## src/design/rv_pkg.sv

```systemverilog
package rv_pkg;

    localparam int XLEN       = 32;          // Data path width
    localparam int REG_ADDR_W = 5;           // Register index width

    // RV32I major opcodes handled by this slice
    localparam logic [6:0] OPC_OP     = 7'b0110011;
    localparam logic [6:0] OPC_OP_IMM = 7'b0010011;
    localparam logic [6:0] OPC_STORE  = 7'b0100011;
    localparam logic [6:0] OPC_BRANCH = 7'b1100011;

    // Branch conditions in funct3
    localparam logic [2:0] F3_BEQ  = 3'h0;
    localparam logic [2:0] F3_BNE  = 3'h1;
    localparam logic [2:0] F3_BLT  = 3'h4;
    localparam logic [2:0] F3_BGE  = 3'h5;
    localparam logic [2:0] F3_BLTU = 3'h6;
    localparam logic [2:0] F3_BGEU = 3'h7;

    typedef enum logic [1:0] {
        ALU_OP_ITYPE  = 2'd0,
        ALU_OP_BRANCH = 2'd1,
        ALU_OP_RTYPE  = 2'd2,
        ALU_OP_STORE  = 2'd3
    } alu_op_t;

    typedef enum logic [3:0] {
        ALU_ADD  = 4'h0,
        ALU_SUB  = 4'h1,
        ALU_SLL  = 4'h2,
        ALU_SLT  = 4'h3,
        ALU_SLTU = 4'h4,
        ALU_SRL  = 4'h5,
        ALU_SRA  = 4'h6,
        ALU_OR   = 4'h7,
        ALU_XOR  = 4'h8,
        ALU_AND  = 4'h9,
        ALU_ZERO = 4'hA                      // Result forced to zero
    } alu_ctrl_t;

    typedef enum logic [1:0] {
        IMM_I = 2'd0,
        IMM_S = 2'd1,
        IMM_B = 2'd2
    } imm_sel_t;

    typedef struct packed {
        alu_op_t  alu_op;
        logic     use_imm;                   // Operand b from immediate
        logic     reg_write;
        logic     is_store;
        logic     is_branch;
        imm_sel_t imm_sel;
    } ctrl_t;

    typedef struct packed {
        logic                  valid;
        logic [REG_ADDR_W-1:0] rd;
        logic [XLEN-1:0]       data;
    } wb_t;

endpackage

```

## src/design/main_decoder.sv

```systemverilog
`timescale 1ns/100ps

module main_decoder (
    input  logic [6:0]    opcode_i,     // Major opcode of the instruction
    output rv_pkg::ctrl_t ctrl_o,       // Datapath control bits
    output logic          illegal_o     // Unsupported opcode
);

    import rv_pkg::*;

    always_comb begin
        // Everything off unless a supported opcode matches
        ctrl_o.alu_op    = ALU_OP_ITYPE;
        ctrl_o.use_imm   = 1'b0;
        ctrl_o.reg_write = 1'b0;
        ctrl_o.is_store  = 1'b0;
        ctrl_o.is_branch = 1'b0;
        ctrl_o.imm_sel   = IMM_I;
        illegal_o        = 1'b0;

        case (opcode_i)
            OPC_OP: begin
                ctrl_o.alu_op    = ALU_OP_RTYPE;
                ctrl_o.reg_write = 1'b1;    // rs1 op rs2
            end

            OPC_OP_IMM: begin
                ctrl_o.alu_op    = ALU_OP_ITYPE;
                ctrl_o.use_imm   = 1'b1;
                ctrl_o.reg_write = 1'b1;
                ctrl_o.imm_sel   = IMM_I;
            end

            OPC_STORE: begin
                ctrl_o.alu_op   = ALU_OP_STORE;
                ctrl_o.use_imm  = 1'b1;     // Address is rs1 + imm
                ctrl_o.is_store = 1'b1;
                ctrl_o.imm_sel  = IMM_S;
            end

            OPC_BRANCH: begin
                // ALU compares rs1 with rs2, the target adder uses imm
                ctrl_o.alu_op    = ALU_OP_BRANCH;
                ctrl_o.is_branch = 1'b1;
                ctrl_o.imm_sel   = IMM_B;
            end

            default: begin
                illegal_o = 1'b1;           // Fetch, loads, jumps etc. not here
            end
        endcase
    end

endmodule

```

## src/design/alu_decoder.sv

```systemverilog
`timescale 1ns/100ps

module alu_decoder (
    input  rv_pkg::alu_op_t   alu_op_i,       // Class from main decoder
    input  logic [2:0]        funct3_i,       // funct3 field
    input  logic [6:0]        funct7_i,       // funct7 field
    output rv_pkg::alu_ctrl_t alu_control_o,  // Operation for the ALU
    output logic              illegal_o       // Bad funct3/funct7 combination
);

    import rv_pkg::*;

    always_comb begin
        alu_control_o = ALU_ZERO;
        illegal_o     = 1'b0;

        case (alu_op_i)
            ALU_OP_ITYPE: begin
                case (funct3_i)
                    3'h0: alu_control_o = ALU_ADD;   // ADDI
                    3'h2: alu_control_o = ALU_SLT;   // SLTI
                    3'h3: alu_control_o = ALU_SLTU;  // SLTIU
                    3'h4: alu_control_o = ALU_XOR;   // XORI
                    3'h6: alu_control_o = ALU_OR;    // ORI
                    3'h7: alu_control_o = ALU_AND;   // ANDI
                    3'h1: begin
                        if (funct7_i == 7'h00) begin
                            alu_control_o = ALU_SLL; // SLLI
                        end else begin
                            illegal_o = 1'b1;
                        end
                    end
                    3'h5: begin
                        case (funct7_i)
                            7'h00:   alu_control_o = ALU_SRL;  // SRLI
                            7'h20:   alu_control_o = ALU_SRA;  // SRAI
                            default: illegal_o = 1'b1;
                        endcase
                    end
                    default: illegal_o = 1'b1;
                endcase
            end

            ALU_OP_BRANCH: begin
                case (funct3_i)
                    F3_BEQ, F3_BNE:   alu_control_o = ALU_SUB;   // Zero flag decides
                    F3_BLT, F3_BGE:   alu_control_o = ALU_SLT;
                    F3_BLTU, F3_BGEU: alu_control_o = ALU_SLTU;
                    default:          illegal_o = 1'b1;        // funct3 2 and 3
                endcase
            end

            ALU_OP_RTYPE: begin
                if (funct7_i == 7'h00) begin
                    case (funct3_i)
                        3'h0: alu_control_o = ALU_ADD;
                        3'h1: alu_control_o = ALU_SLL;
                        3'h2: alu_control_o = ALU_SLT;
                        3'h3: alu_control_o = ALU_SLTU;
                        3'h4: alu_control_o = ALU_XOR;
                        3'h5: alu_control_o = ALU_SRL;
                        3'h6: alu_control_o = ALU_OR;
                        3'h7: alu_control_o = ALU_AND;
                        default: illegal_o = 1'b1;
                    endcase
                end else if (funct7_i == 7'h20) begin
                    // Only SUB and SRA use the alternate encoding
                    case (funct3_i)
                        3'h0:    alu_control_o = ALU_SUB;
                        3'h5:    alu_control_o = ALU_SRA;
                        default: illegal_o = 1'b1;
                    endcase
                end else begin
                    illegal_o = 1'b1;                  // M extension and others
                end
            end

            ALU_OP_STORE: alu_control_o = ALU_ADD;     // Address generation

            default: illegal_o = 1'b1;
        endcase
    end

endmodule

```

## src/design/imm_gen.sv

```systemverilog
`timescale 1ns/100ps

module imm_gen (
    input  logic [31:0]              instr_i,    // Raw instruction word
    input  rv_pkg::imm_sel_t         imm_sel_i,  // Immediate format
    output logic [rv_pkg::XLEN-1:0]  imm_o       // Sign-extended immediate
);

    import rv_pkg::*;

    logic [XLEN-1:0] imm_i_type;
    logic [XLEN-1:0] imm_s_type;
    logic [XLEN-1:0] imm_b_type;

    assign imm_i_type = {{(XLEN-12){instr_i[31]}}, instr_i[31:20]};
    assign imm_s_type = {{(XLEN-12){instr_i[31]}}, instr_i[31:25], instr_i[11:7]};

    // Branch offsets are in halfwords so bit 0 is always zero
    assign imm_b_type = {{(XLEN-12){instr_i[31]}}, instr_i[7], instr_i[30:25],
                         instr_i[11:8], 1'b0};

    always_comb begin
        case (imm_sel_i)
            IMM_S:   imm_o = imm_s_type;
            IMM_B:   imm_o = imm_b_type;
            default: imm_o = imm_i_type;
        endcase
    end

endmodule

```

## src/design/alu.sv

```systemverilog
`timescale 1ns/100ps

module alu (
    input  logic [rv_pkg::XLEN-1:0] a_i,            // rs1 data
    input  logic [rv_pkg::XLEN-1:0] b_i,            // rs2 data or immediate
    input  rv_pkg::alu_ctrl_t       alu_control_i,  // Operation select
    output logic [rv_pkg::XLEN-1:0] result_o,
    output logic                    zero_o          // Result is all zero
);

    import rv_pkg::*;

    logic [4:0] shamt;
    logic       lt_signed;
    logic       lt_unsigned;

    assign shamt       = b_i[4:0];              // RV32 shifts use 5 bits
    assign lt_signed   = $signed(a_i) < $signed(b_i);
    assign lt_unsigned = a_i < b_i;

    always_comb begin
        case (alu_control_i)
            ALU_ADD:  result_o = a_i + b_i;
            ALU_SUB:  result_o = a_i - b_i;
            ALU_SLL:  result_o = a_i << shamt;
            ALU_SLT:  result_o = {{(XLEN-1){1'b0}}, lt_signed};
            ALU_SLTU: result_o = {{(XLEN-1){1'b0}}, lt_unsigned};
            ALU_SRL:  result_o = a_i >> shamt;
            ALU_SRA:  result_o = $signed(a_i) >>> shamt;  // Keeps sign bit
            ALU_OR:   result_o = a_i | b_i;
            ALU_XOR:  result_o = a_i ^ b_i;
            ALU_AND:  result_o = a_i & b_i;
            default:  result_o = '0;                      // ALU_ZERO
        endcase
    end

    assign zero_o = (result_o == '0);

endmodule

```

## src/design/reg_file.sv

```systemverilog
`timescale 1ns/100ps

module reg_file #(
    parameter int NUM_REGS = 32                          // 16 for RV32E
) (
    input  logic                          clk_i,
    input  logic                          reset_i,
    input  logic [rv_pkg::REG_ADDR_W-1:0] rs1_addr_i,
    input  logic [rv_pkg::REG_ADDR_W-1:0] rs2_addr_i,
    output logic [rv_pkg::XLEN-1:0]       rs1_data_o,
    output logic [rv_pkg::XLEN-1:0]       rs2_data_o,
    input  logic                          we_i,          // Write enable
    input  logic [rv_pkg::REG_ADDR_W-1:0] rd_addr_i,
    input  logic [rv_pkg::XLEN-1:0]       rd_data_i
);

    import rv_pkg::*;

    logic [XLEN-1:0] regs [NUM_REGS];

    always_ff @(posedge clk_i) begin
        if (reset_i) begin
            for (int i = 0; i < NUM_REGS; i++) begin
                regs[i] <= '0;
            end
        end else if (we_i && rd_addr_i != '0 && int'(rd_addr_i) < NUM_REGS) begin
            regs[rd_addr_i] <= rd_data_i;              // x0 never written
        end
    end

    // x0 and indices past NUM_REGS read as zero
    assign rs1_data_o = (rs1_addr_i == '0 || int'(rs1_addr_i) >= NUM_REGS) ?
                        '0 : regs[rs1_addr_i];
    assign rs2_data_o = (rs2_addr_i == '0 || int'(rs2_addr_i) >= NUM_REGS) ?
                        '0 : regs[rs2_addr_i];

endmodule

```

## src/design/rv_exec_core.sv

```systemverilog
`timescale 1ns/100ps

module rv_exec_core #(
    parameter int NUM_REGS = 32
) (
    input  logic                    clk_i,
    input  logic                    reset_i,
    input  logic                    instr_valid_i,    // One strobe per instruction
    input  logic [31:0]             instr_i,
    input  logic [rv_pkg::XLEN-1:0] pc_i,
    output rv_pkg::wb_t             wb_o,             // Register write-back
    output logic                    store_valid_o,
    output logic [rv_pkg::XLEN-1:0] store_addr_o,
    output logic [rv_pkg::XLEN-1:0] store_data_o,
    output logic                    branch_valid_o,
    output logic                    branch_taken_o,
    output logic [rv_pkg::XLEN-1:0] branch_target_o,
    output logic                    illegal_o
);

    import rv_pkg::*;

    ctrl_t           ctrl;
    alu_ctrl_t       alu_ctrl;
    logic            opc_illegal;
    logic            fn_illegal;
    logic            instr_illegal;
    logic            accept;                              // Valid and legal
    logic [XLEN-1:0] imm;
    logic [XLEN-1:0] rs1_data;
    logic [XLEN-1:0] rs2_data;
    logic [XLEN-1:0] alu_b;
    logic [XLEN-1:0] alu_result;
    logic            alu_zero;
    logic            take_branch;

    main_decoder i_main_decoder (
        .opcode_i  (instr_i[6:0]),
        .ctrl_o    (ctrl),
        .illegal_o (opc_illegal)
    );

    alu_decoder i_alu_decoder (
        .alu_op_i      (ctrl.alu_op),
        .funct3_i      (instr_i[14:12]),
        .funct7_i      (instr_i[31:25]),
        .alu_control_o (alu_ctrl),
        .illegal_o     (fn_illegal)
    );

    imm_gen i_imm_gen (
        .instr_i   (instr_i),
        .imm_sel_i (ctrl.imm_sel),
        .imm_o     (imm)
    );

    reg_file #(
        .NUM_REGS (NUM_REGS)
    ) i_reg_file (
        .clk_i      (clk_i),
        .reset_i    (reset_i),
        .rs1_addr_i (instr_i[19:15]),
        .rs2_addr_i (instr_i[24:20]),
        .rs1_data_o (rs1_data),
        .rs2_data_o (rs2_data),
        .we_i       (accept && ctrl.reg_write),           // rd of x0 dropped inside
        .rd_addr_i  (instr_i[11:7]),
        .rd_data_i  (alu_result)
    );

    assign alu_b = ctrl.use_imm ? imm : rs2_data;

    alu i_alu (
        .a_i           (rs1_data),
        .b_i           (alu_b),
        .alu_control_i (alu_ctrl),
        .result_o      (alu_result),
        .zero_o        (alu_zero)
    );

    assign instr_illegal = opc_illegal || fn_illegal;
    assign accept        = instr_valid_i && !instr_illegal;

    // SUB zero flag for equality, SLT/SLTU bit 0 for ordering
    always_comb begin
        case (instr_i[14:12])
            F3_BEQ:           take_branch = alu_zero;
            F3_BNE:           take_branch = !alu_zero;
            F3_BLT, F3_BLTU:  take_branch = alu_result[0];
            F3_BGE, F3_BGEU:  take_branch = !alu_result[0];
            default:          take_branch = 1'b0;
        endcase
    end

    always_ff @(posedge clk_i) begin
        if (reset_i) begin
            wb_o            <= '0;
            store_valid_o   <= 1'b0;
            store_addr_o    <= '0;
            store_data_o    <= '0;
            branch_valid_o  <= 1'b0;
            branch_taken_o  <= 1'b0;
            branch_target_o <= '0;
            illegal_o       <= 1'b0;
        end else begin
            // Strobes last a single cycle
            wb_o.valid     <= accept && ctrl.reg_write;
            store_valid_o  <= accept && ctrl.is_store;
            branch_valid_o <= accept && ctrl.is_branch;
            illegal_o      <= instr_valid_i && instr_illegal;
            if (accept) begin
                wb_o.rd         <= instr_i[11:7];
                wb_o.data       <= alu_result;
                store_addr_o    <= alu_result;
                store_data_o    <= rs2_data;
                branch_taken_o  <= take_branch && ctrl.is_branch;
                branch_target_o <= pc_i + imm;
            end
        end
    end

endmodule

```

## config.mk

```make
export PLATFORM = sky130hd
export DESIGN_NAME = rv_exec_core
export DESIGN_NICKNAME = d
export VERILOG_FILES = /design/src/design/rv_pkg.sv /design/src/design/main_decoder.sv /design/src/design/alu_decoder.sv /design/src/design/imm_gen.sv /design/src/design/alu.sv /design/src/design/reg_file.sv /design/src/design/rv_exec_core.sv
export SDC_FILE = /design/constraint.sdc
export NUM_CORES = 2
export LEC_CHECK = 0
export BUFFER_PORTS_ARGS = -buffer_cell sky130_fd_sc_hd__buf_4
export CAP_MARGIN = 10
export CORE_MARGIN = 2
export CORE_UTILIZATION = 59
export CTS_BUF_LIST = sky130_fd_sc_hd__clkbuf_2
export CTS_CLUSTER_SIZE = 20
export DETAILED_ROUTE_END_ITERATION = 12
export MAX_ROUTING_LAYER = met4
export PLACE_DENSITY = 0.76
export REMOVE_ABC_BUFFERS = 1
export SETUP_SLACK_MARGIN = 0.2
export SLEW_MARGIN = 20
export SYNTH_ARGS = -nofsm -noshare
export SYNTH_HDL_FRONTEND = slang
export SYNTH_SLANG_ARGS = --single-unit
```

## constraint.sdc

```tcl
create_clock -name clk_i -period 10.26 [get_ports clk_i]
set_input_delay 0.513 -clock clk_i [delete_from_list [all_inputs] [get_ports clk_i]]
set_output_delay 0.513 -clock clk_i [all_outputs]
set_load 0.02 [all_outputs]
```

Word level (Yosys, flattened, before mapping) --
Memory sizes are Yosys's and may differ from the RTL's. Cells that the tools add are included.
Storage, ports and cells: register bits after elaboration 106, memory bits (writable) 1024, ROM bits 32, bits of input ports 67, output and inout port bits 138, word-level logic and storage cells 116, memories 2
Operators by class: add/sub/neg operators 3, order comparisons 2, equal/unequal tests 26, shift operators 3, mux-type cells 37, bitwise logic cells 3, reduce and logical (&&, ||, !) cells 31
Memory list:
- i_reg_file.regs | words 32, bits a word 32, rd ports 2, clocked after Yosys merged registers in 0, write ports 32, RTL line reg_file.sv:19 | logic [XLEN-1:0] regs [NUM_REGS];
- (name not given) | words 8, bits a word 4, rd ports 1, clocked after Yosys merged registers in 0, write ports 0, RTL line alu_decoder.sv:55 | case (funct3_i)
Operators with widths (number):
- $pmux W32 S10 | 1
- $mux W32 | 4
- $add A32 B32 Y32 | 2
- $lt A32 B32 Y1 | 2
- $and A32 B32 Y32 | 1
- $logic_not A32 Y1 | 1
- $or A32 B32 Y32 | 1
- $pmux W4 S8 | 1
- $reduce_or A32 Y1 | 1
- $shl A32 B5 Y32 | 1
- $shr A32 B5 Y32 | 1
- $sshr A32 B5 Y32 | 1
- $sub A32 B32 Y32 | 1
- $xor A32 B32 Y32 | 1
- $pmux W12 S2 | 1
- $eq A7 B6 Y1 const B | 3
- $reduce_or A2 Y1 | 9
- $mux W1 | 17
- $eq A4 B3 Y1 const B | 4
- $pmux W4 S2 | 2
- $pmux W4 S4 | 1
- $eq A3 B3 Y1 const B | 4
- $mux W4 | 3
- $pmux W4 S3 | 1
- 26 further kinds | 41

Depth between registers and ports, before layout --
word-level depth 16, depth in mapped cells 33, gate-level depth less buffers 27

Cells and area by module --
Synthesis repeated with hierarchy kept, for this count alone.
Second synthesis, totals: cells, all modules 6004, area total of the unflattened synthesis 71617.4 um^2
By module, submodules not included:
- reg_file | times used 1, cells each 3690, area each 54607.4 um^2
- alu | times used 1, cells each 1424, area each 10087.2 um^2
- rv_exec_core | times used 1, cells each 764, area each 6013.3 um^2
- alu_decoder | times used 1, cells each 62, area each 495.5 um^2
- imm_gen | times used 1, cells each 49, area each 320.3 um^2
- main_decoder | times used 1, cells each 15, area each 93.8 um^2

Least setup slack after synthesis --
OpenSTA, ideal clock, no wires.
path kind input-to-reg, start input port instr_i[20], end register branch_taken_o, setup time 130 ps, arrival time 7558 ps, setup slack 2572 ps, cell stages on the path 28, path buffers 6, cells stage by stage buf_6 buf_2 clkbuf_1 buf_1 clkbuf_1 mux4_2 mux4_2 mux2i_1 nor2_1 mux2i_1 ha_1 clkbuf_1 o21a_1 o21ai_0 a31oi_1 a221oi_1 o31a_1 a211oi_1 or3_1 a41oi_1 nand2b_1 o22ai_1 or3_1 a221oi_1 and3_1 a21oi_1 a31oi_1 o31ai_2
Between the ends: cells in the longest elaborated chain, start to end 9, elaborated cells on any way between the ends 21, those cells by class 2 x add/sub; 2 x order compare; 3 x shift; 5 x mux; 3 x bitwise; 5 x reduce/logical; 1 x memory
RTL lines:
- from (decl) | RTL line rv_exec_core.sv:9 | input logic [31:0] instr_i,
- $mem_v2 Z32 W32 or $logic_not A5 Y1 (tied branches)
- $mux W32 | RTL line reg_file.sv:34 | assign rs2_data_o = (rs2_addr_i == '0 || int'(rs2_addr_i) >= NUM_REGS) ?
- $mux W32 (*) | RTL line rv_exec_core.sv:71 | assign alu_b = ctrl.use_imm ? imm : rs2_data;
- $sub A32 B32 Y32 (tied with other cells) | RTL line alu.sv:24 | ALU_SUB: result_o = a_i - b_i;
- $pmux W32 S10 (*) | RTL line alu.sv:22 | case (alu_control_i)
- $logic_not A32 Y1 | RTL line alu.sv:37 | assign zero_o = (result_o == '0);
- $logic_not A1 Y1 | RTL line rv_exec_core.sv:88 | F3_BNE: take_branch = !alu_zero;
- $pmux W1 S4 (*) | RTL line rv_exec_core.sv:86 | case (instr_i[14:12])
- $logic_and A1 B1 Y1 (*) | RTL line rv_exec_core.sv:116 | branch_taken_o <= take_branch && ctrl.is_branch;
- to (signal assigned) | RTL line rv_exec_core.sv:116
- to (decl) | RTL line rv_exec_core.sv:16 | output logic branch_taken_o,
Every way passes the cells marked *; elsewhere a longest branch is shown, timed or not. A chain may end at the register's enable or synchronous reset.

Final worst setup path --
start input port instr_i[4], end register branch_taken_o
Between the ends: cells in the longest elaborated chain, start to end 11, elaborated cells on any way between the ends 50, those cells by class 2 x add/sub; 2 x order compare; 18 x eq/ne; 3 x shift; 11 x mux; 3 x bitwise; 11 x reduce/logical
RTL lines:
- $eq A7 B7 Y1 or $eq A7 B6 Y1 (tied branches) | RTL line main_decoder.sv:21 | case (opcode_i)
- $pmux W2 S2 | RTL line main_decoder.sv:21
- $eq A2 B2 Y1 or $eq A2 B1 Y1 (tied branches) | RTL line imm_gen.sv:23 | case (imm_sel_i)
- $pmux W12 S2 | RTL line imm_gen.sv:23
- $mux W32 | RTL line rv_exec_core.sv:71
- $sub A32 B32 Y32 (tied with other cells) | RTL line alu.sv:24
- $pmux W32 S10 | RTL line alu.sv:22
- $logic_not A32 Y1 | RTL line alu.sv:37
- $logic_not A1 Y1 | RTL line rv_exec_core.sv:88
- $pmux W1 S4 | RTL line rv_exec_core.sv:86
- $logic_and A1 B1 Y1 | RTL line rv_exec_core.sv:116
Several ways; a longest one is shown, not always the timed one.

==> run_results.csv <==
group,metric,value,unit
worst_setup_path,worstPathMaxFanout,12,
clock_network,cts_buffers,305,
placed_design,dp_hpwl,180000,µm
global_routing,first_global_vias,58200,
sta,finalHoldViolCount,0,
sta,setup_viol_count_final,0,
sta,drv_slew,0,
worst_setup_path,cp-end-kind,"flop",
die,rows,124,
routing,drtIter0Drc,9415,
placed_design,dp_slack,1520,ps
global_routing,grt_use_total,0.504,
synth,ys_types,106,
layout,layout.nets,6521,
min_path,hp-class,"in -> reg",
die,die_x,344,µm
power,comb_power_share,0.313,
worst_setup_path,worstPathRequired,11940,ps
layout,final_util,0.664,
routing,firstDrtPassIters,7,
worst_setup_path,cpMostUsedCell,"dlygate4sd3_1",
routing,drtAntennaViolNets,0,
layout,drive_gt1_frac,0.230,
power,swShare,0.388,
synth,ys_dominant_reg_cell,"edfxtp_1",
worst_setup_path,r2r_slack,1800,ps
layout,regArea,32900,µm²
clock_network,insertion_delay,1860,ps
sta,worstMarginPinSlew,1310,ps
synth,synth_edf_count,1024,
worst_setup_path,crit_path_top_delay_cell,"o211ai_1",
synth,synth_area_per_cell,11.5,µm²
clock_network,clockBufferDepth,4,
layout,syn_to_final_growth,11.4,%
sta,period_share,0.872,
routing,num_vias,59100,
worst_setup_path,critPathKind,"in -> reg",
power,p_int,0.00741,W
layout,multi_input_area,33000,µm²
clock_network,cts_resized,0,
power,ir_drop,132,µV
synth,yosysWarnings,0,
clock_network,clkSlewWorstSetupHoldPaths,110,ps
layout,layout.cells.most_common_list,"nor2_1, edfxtp_1, mux4_2",
sta,timing.fmax,112,MHz
clock_network,root_buffer,"clkbuf_2",
layout,filler_cell_count,8483,
power,seq_power_share,0.432,
die,io_pins,205,
clock_network,cts_setup_buffers,0,
worst_setup_path,slowest_delay,700,ps
routing,wl,291000,µm
global_routing,grt_max_degree,131,
synth,ys_ff_latch,1130,
outcome,outcome,"complete, no violations",
sta,skew,215,ps
routing,route.detailed.drc,0,
placed_design,portBuffers,204,
flow_run,drv_cap,0,
sta,rsz0062_at_grt,"no",
die,dieArea,118000,µm²
power,cellPowerDensity,159,nW/µm²
global_routing,grt_pass1_wl,407000,µm
die,core,115000,µm²
synth,syn_inst,5941,
clock_network,cts.sinks,1130,
global_routing,antenna_found_initial,16,
synth,synth-seq-area-share,0.482,
worst_setup_path,cp-start-kind,"input pin",
clock_network,cts_htree_levels,5,
power,p_leak,28.4,nW
placed_design,place_congestion,1.04,
routing,wire_per_inst,36.2,µm
synth,async_flop_share,0,
sta,max_slew_margin,0.125,
synth,syn_area,68200,µm²
sta,fin_ws,1310,ps
clock_network,cts_hold_buffers,224,
routing,viasPerCell,7.36,
worst_setup_path,cp.arrival,10630,ps
layout,final_common_cell,"nor2_1",
global_routing,grt_overflow,0,
clock_network,cts_tree,"done",
die,die_y,344,µm
die,initial_utilization,0.596,
sta,period_minus_slack,8950,ps
power,pwr-share-clk,0.255,
power,p_switching,0.00470,W
layout make-up:
class / instances / share of cell area
flip-flops and latches: 1130 / 0.433
well taps: 1512 / 0.0249
inverters: 117 / 0.00578
clock inverters: 72 / 0.00445
clock buffers: 418 / 0.0275
repair buffers: 626 / 0.0704
diodes: 22 / 0.000724
multi-input cells: 4135 / 0.434
state kept, by name, indices dropped and copies added (netlist names):
signal / flops
i_reg_file.regs: 1024
branch_target_o: 32
store_addr_o: 32
store_data_o: 32
wb_o: 6
branch_taken_o: 1
branch_valid_o: 1
illegal_o: 1
store_valid_o: 1
critical path: cells and delay by family:
family	cells	cell delay (ps)
compound gates	12	4070
fa+ha+maj	2	740
buf+inv	7	2880
simple gates	8	2380
synth_stat cells (23+ instances only):
cell / instances / share of area
nor2b_1: 36 / 0.0033
nand4_1: 35 / 0.0032
buf_4: 54 / 0.0059
nor4_1: 45 / 0.0041
or2_2: 28 / 0.0026
ha_1: 136 / 0.025
mux2i_1: 316 / 0.046
o21ai_0: 131 / 0.0096
o211ai_1: 23 / 0.0025
clkbuf_1: 404 / 0.022
inv_1: 110 / 0.0061
nor2_1: 1281 / 0.071
nor3_1: 77 / 0.0057
a21o_1: 26 / 0.0029
a22oi_1: 71 / 0.0078
a31oi_1: 46 / 0.0042
buf_1: 41 / 0.0023
o221ai_1: 25 / 0.0032
nand2_1: 312 / 0.017
or3_1: 31 / 0.0028
nand3_1: 58 / 0.0043
mux2_2: 36 / 0.0059
a211oi_1: 100 / 0.011
nand2b_1: 49 / 0.0045
dfxtp_1: 106 / 0.031
and2_1: 28 / 0.0026
a21oi_1: 241 / 0.018
o21a_1: 37 / 0.0041
mux4_2: 461 / 0.15
o22ai_1: 81 / 0.0074
edfxtp_1: 1024 / 0.45
a221oi_1: 23 / 0.0030
buf_2: 71 / 0.0052
metal layers:
metal,up-vias,wire length (µm),GRT usage,share of wire
met4,0,26700,0.357,0.092
met2,5760,128000,0.731,0.44
met5,-,0,-,0
met1,28300,90800,0.584,0.31
li1,23400,-,-,-
met3,1629,45800,0.179,0.16
cells by family after synthesis:
group                    Yosys count  share of synthesized area
adder cells (fa/ha/maj)          139                     0.0258
flip-flops                      1130                      0.482
other                              1                  0.0000550
XOR/XNOR                          27                    0.00347
multiplexers                     815                      0.205
AO/OA/AOI/OAI                   1054                      0.107
buffers and inverters            707                     0.0454
AND/OR/NAND/NOR                 2068                      0.131
stage by stage:
| stage | cells | hold WS [ps] | instance area, µm² | total power, W | setup TNS, ps |
|---|---|---|---|---|---|
| detailed placement | 7295 | 447 | 71300 | 0.00882 | 0 |
| floorplan | 5382 | 524 | 65700 | 0.00719 | -197210 |
| finish | 8032 | 60.4 | 76000 | 0.0121 | 0 |
| global route | 8024 | 96.7 | 76000 | 0.0124 | 0 |
| CTS | 8009 | 1.11 | 75900 | 0.0119 | 0 |
| global placement | 7295 | 439 | 71300 | 0.00882 | 0 |
final timing paths:
| kind | startpoint | end | cells past startpoint |
|---|---|---|---|
| max | instr_i[4] | branch_taken_o | 29 |
| max reg2reg | i_reg_file.regs[27][5] | branch_taken_o | 23 |
| min | instr_i[7] | i_reg_file.regs[4][3] | 5 |
| min reg2reg | store_data_o[9] | store_data_o[9] | 2 |
power groups by stage:
stage / Combinational (W) / Clock (W) / Sequential, W
after floorplan: 0.00189 / 0 / 0.00531
after global routing: 0.00386 / 0.00328 / 0.00524
after CTS: 0.00359 / 0.00304 / 0.00522
after detailed placement: 0.00349 / 0 / 0.00533
after global placement: 0.00350 / 0 / 0.00532
final: 0.00379 / 0.00309 / 0.00523
Power figures use the tool's default switching activity.
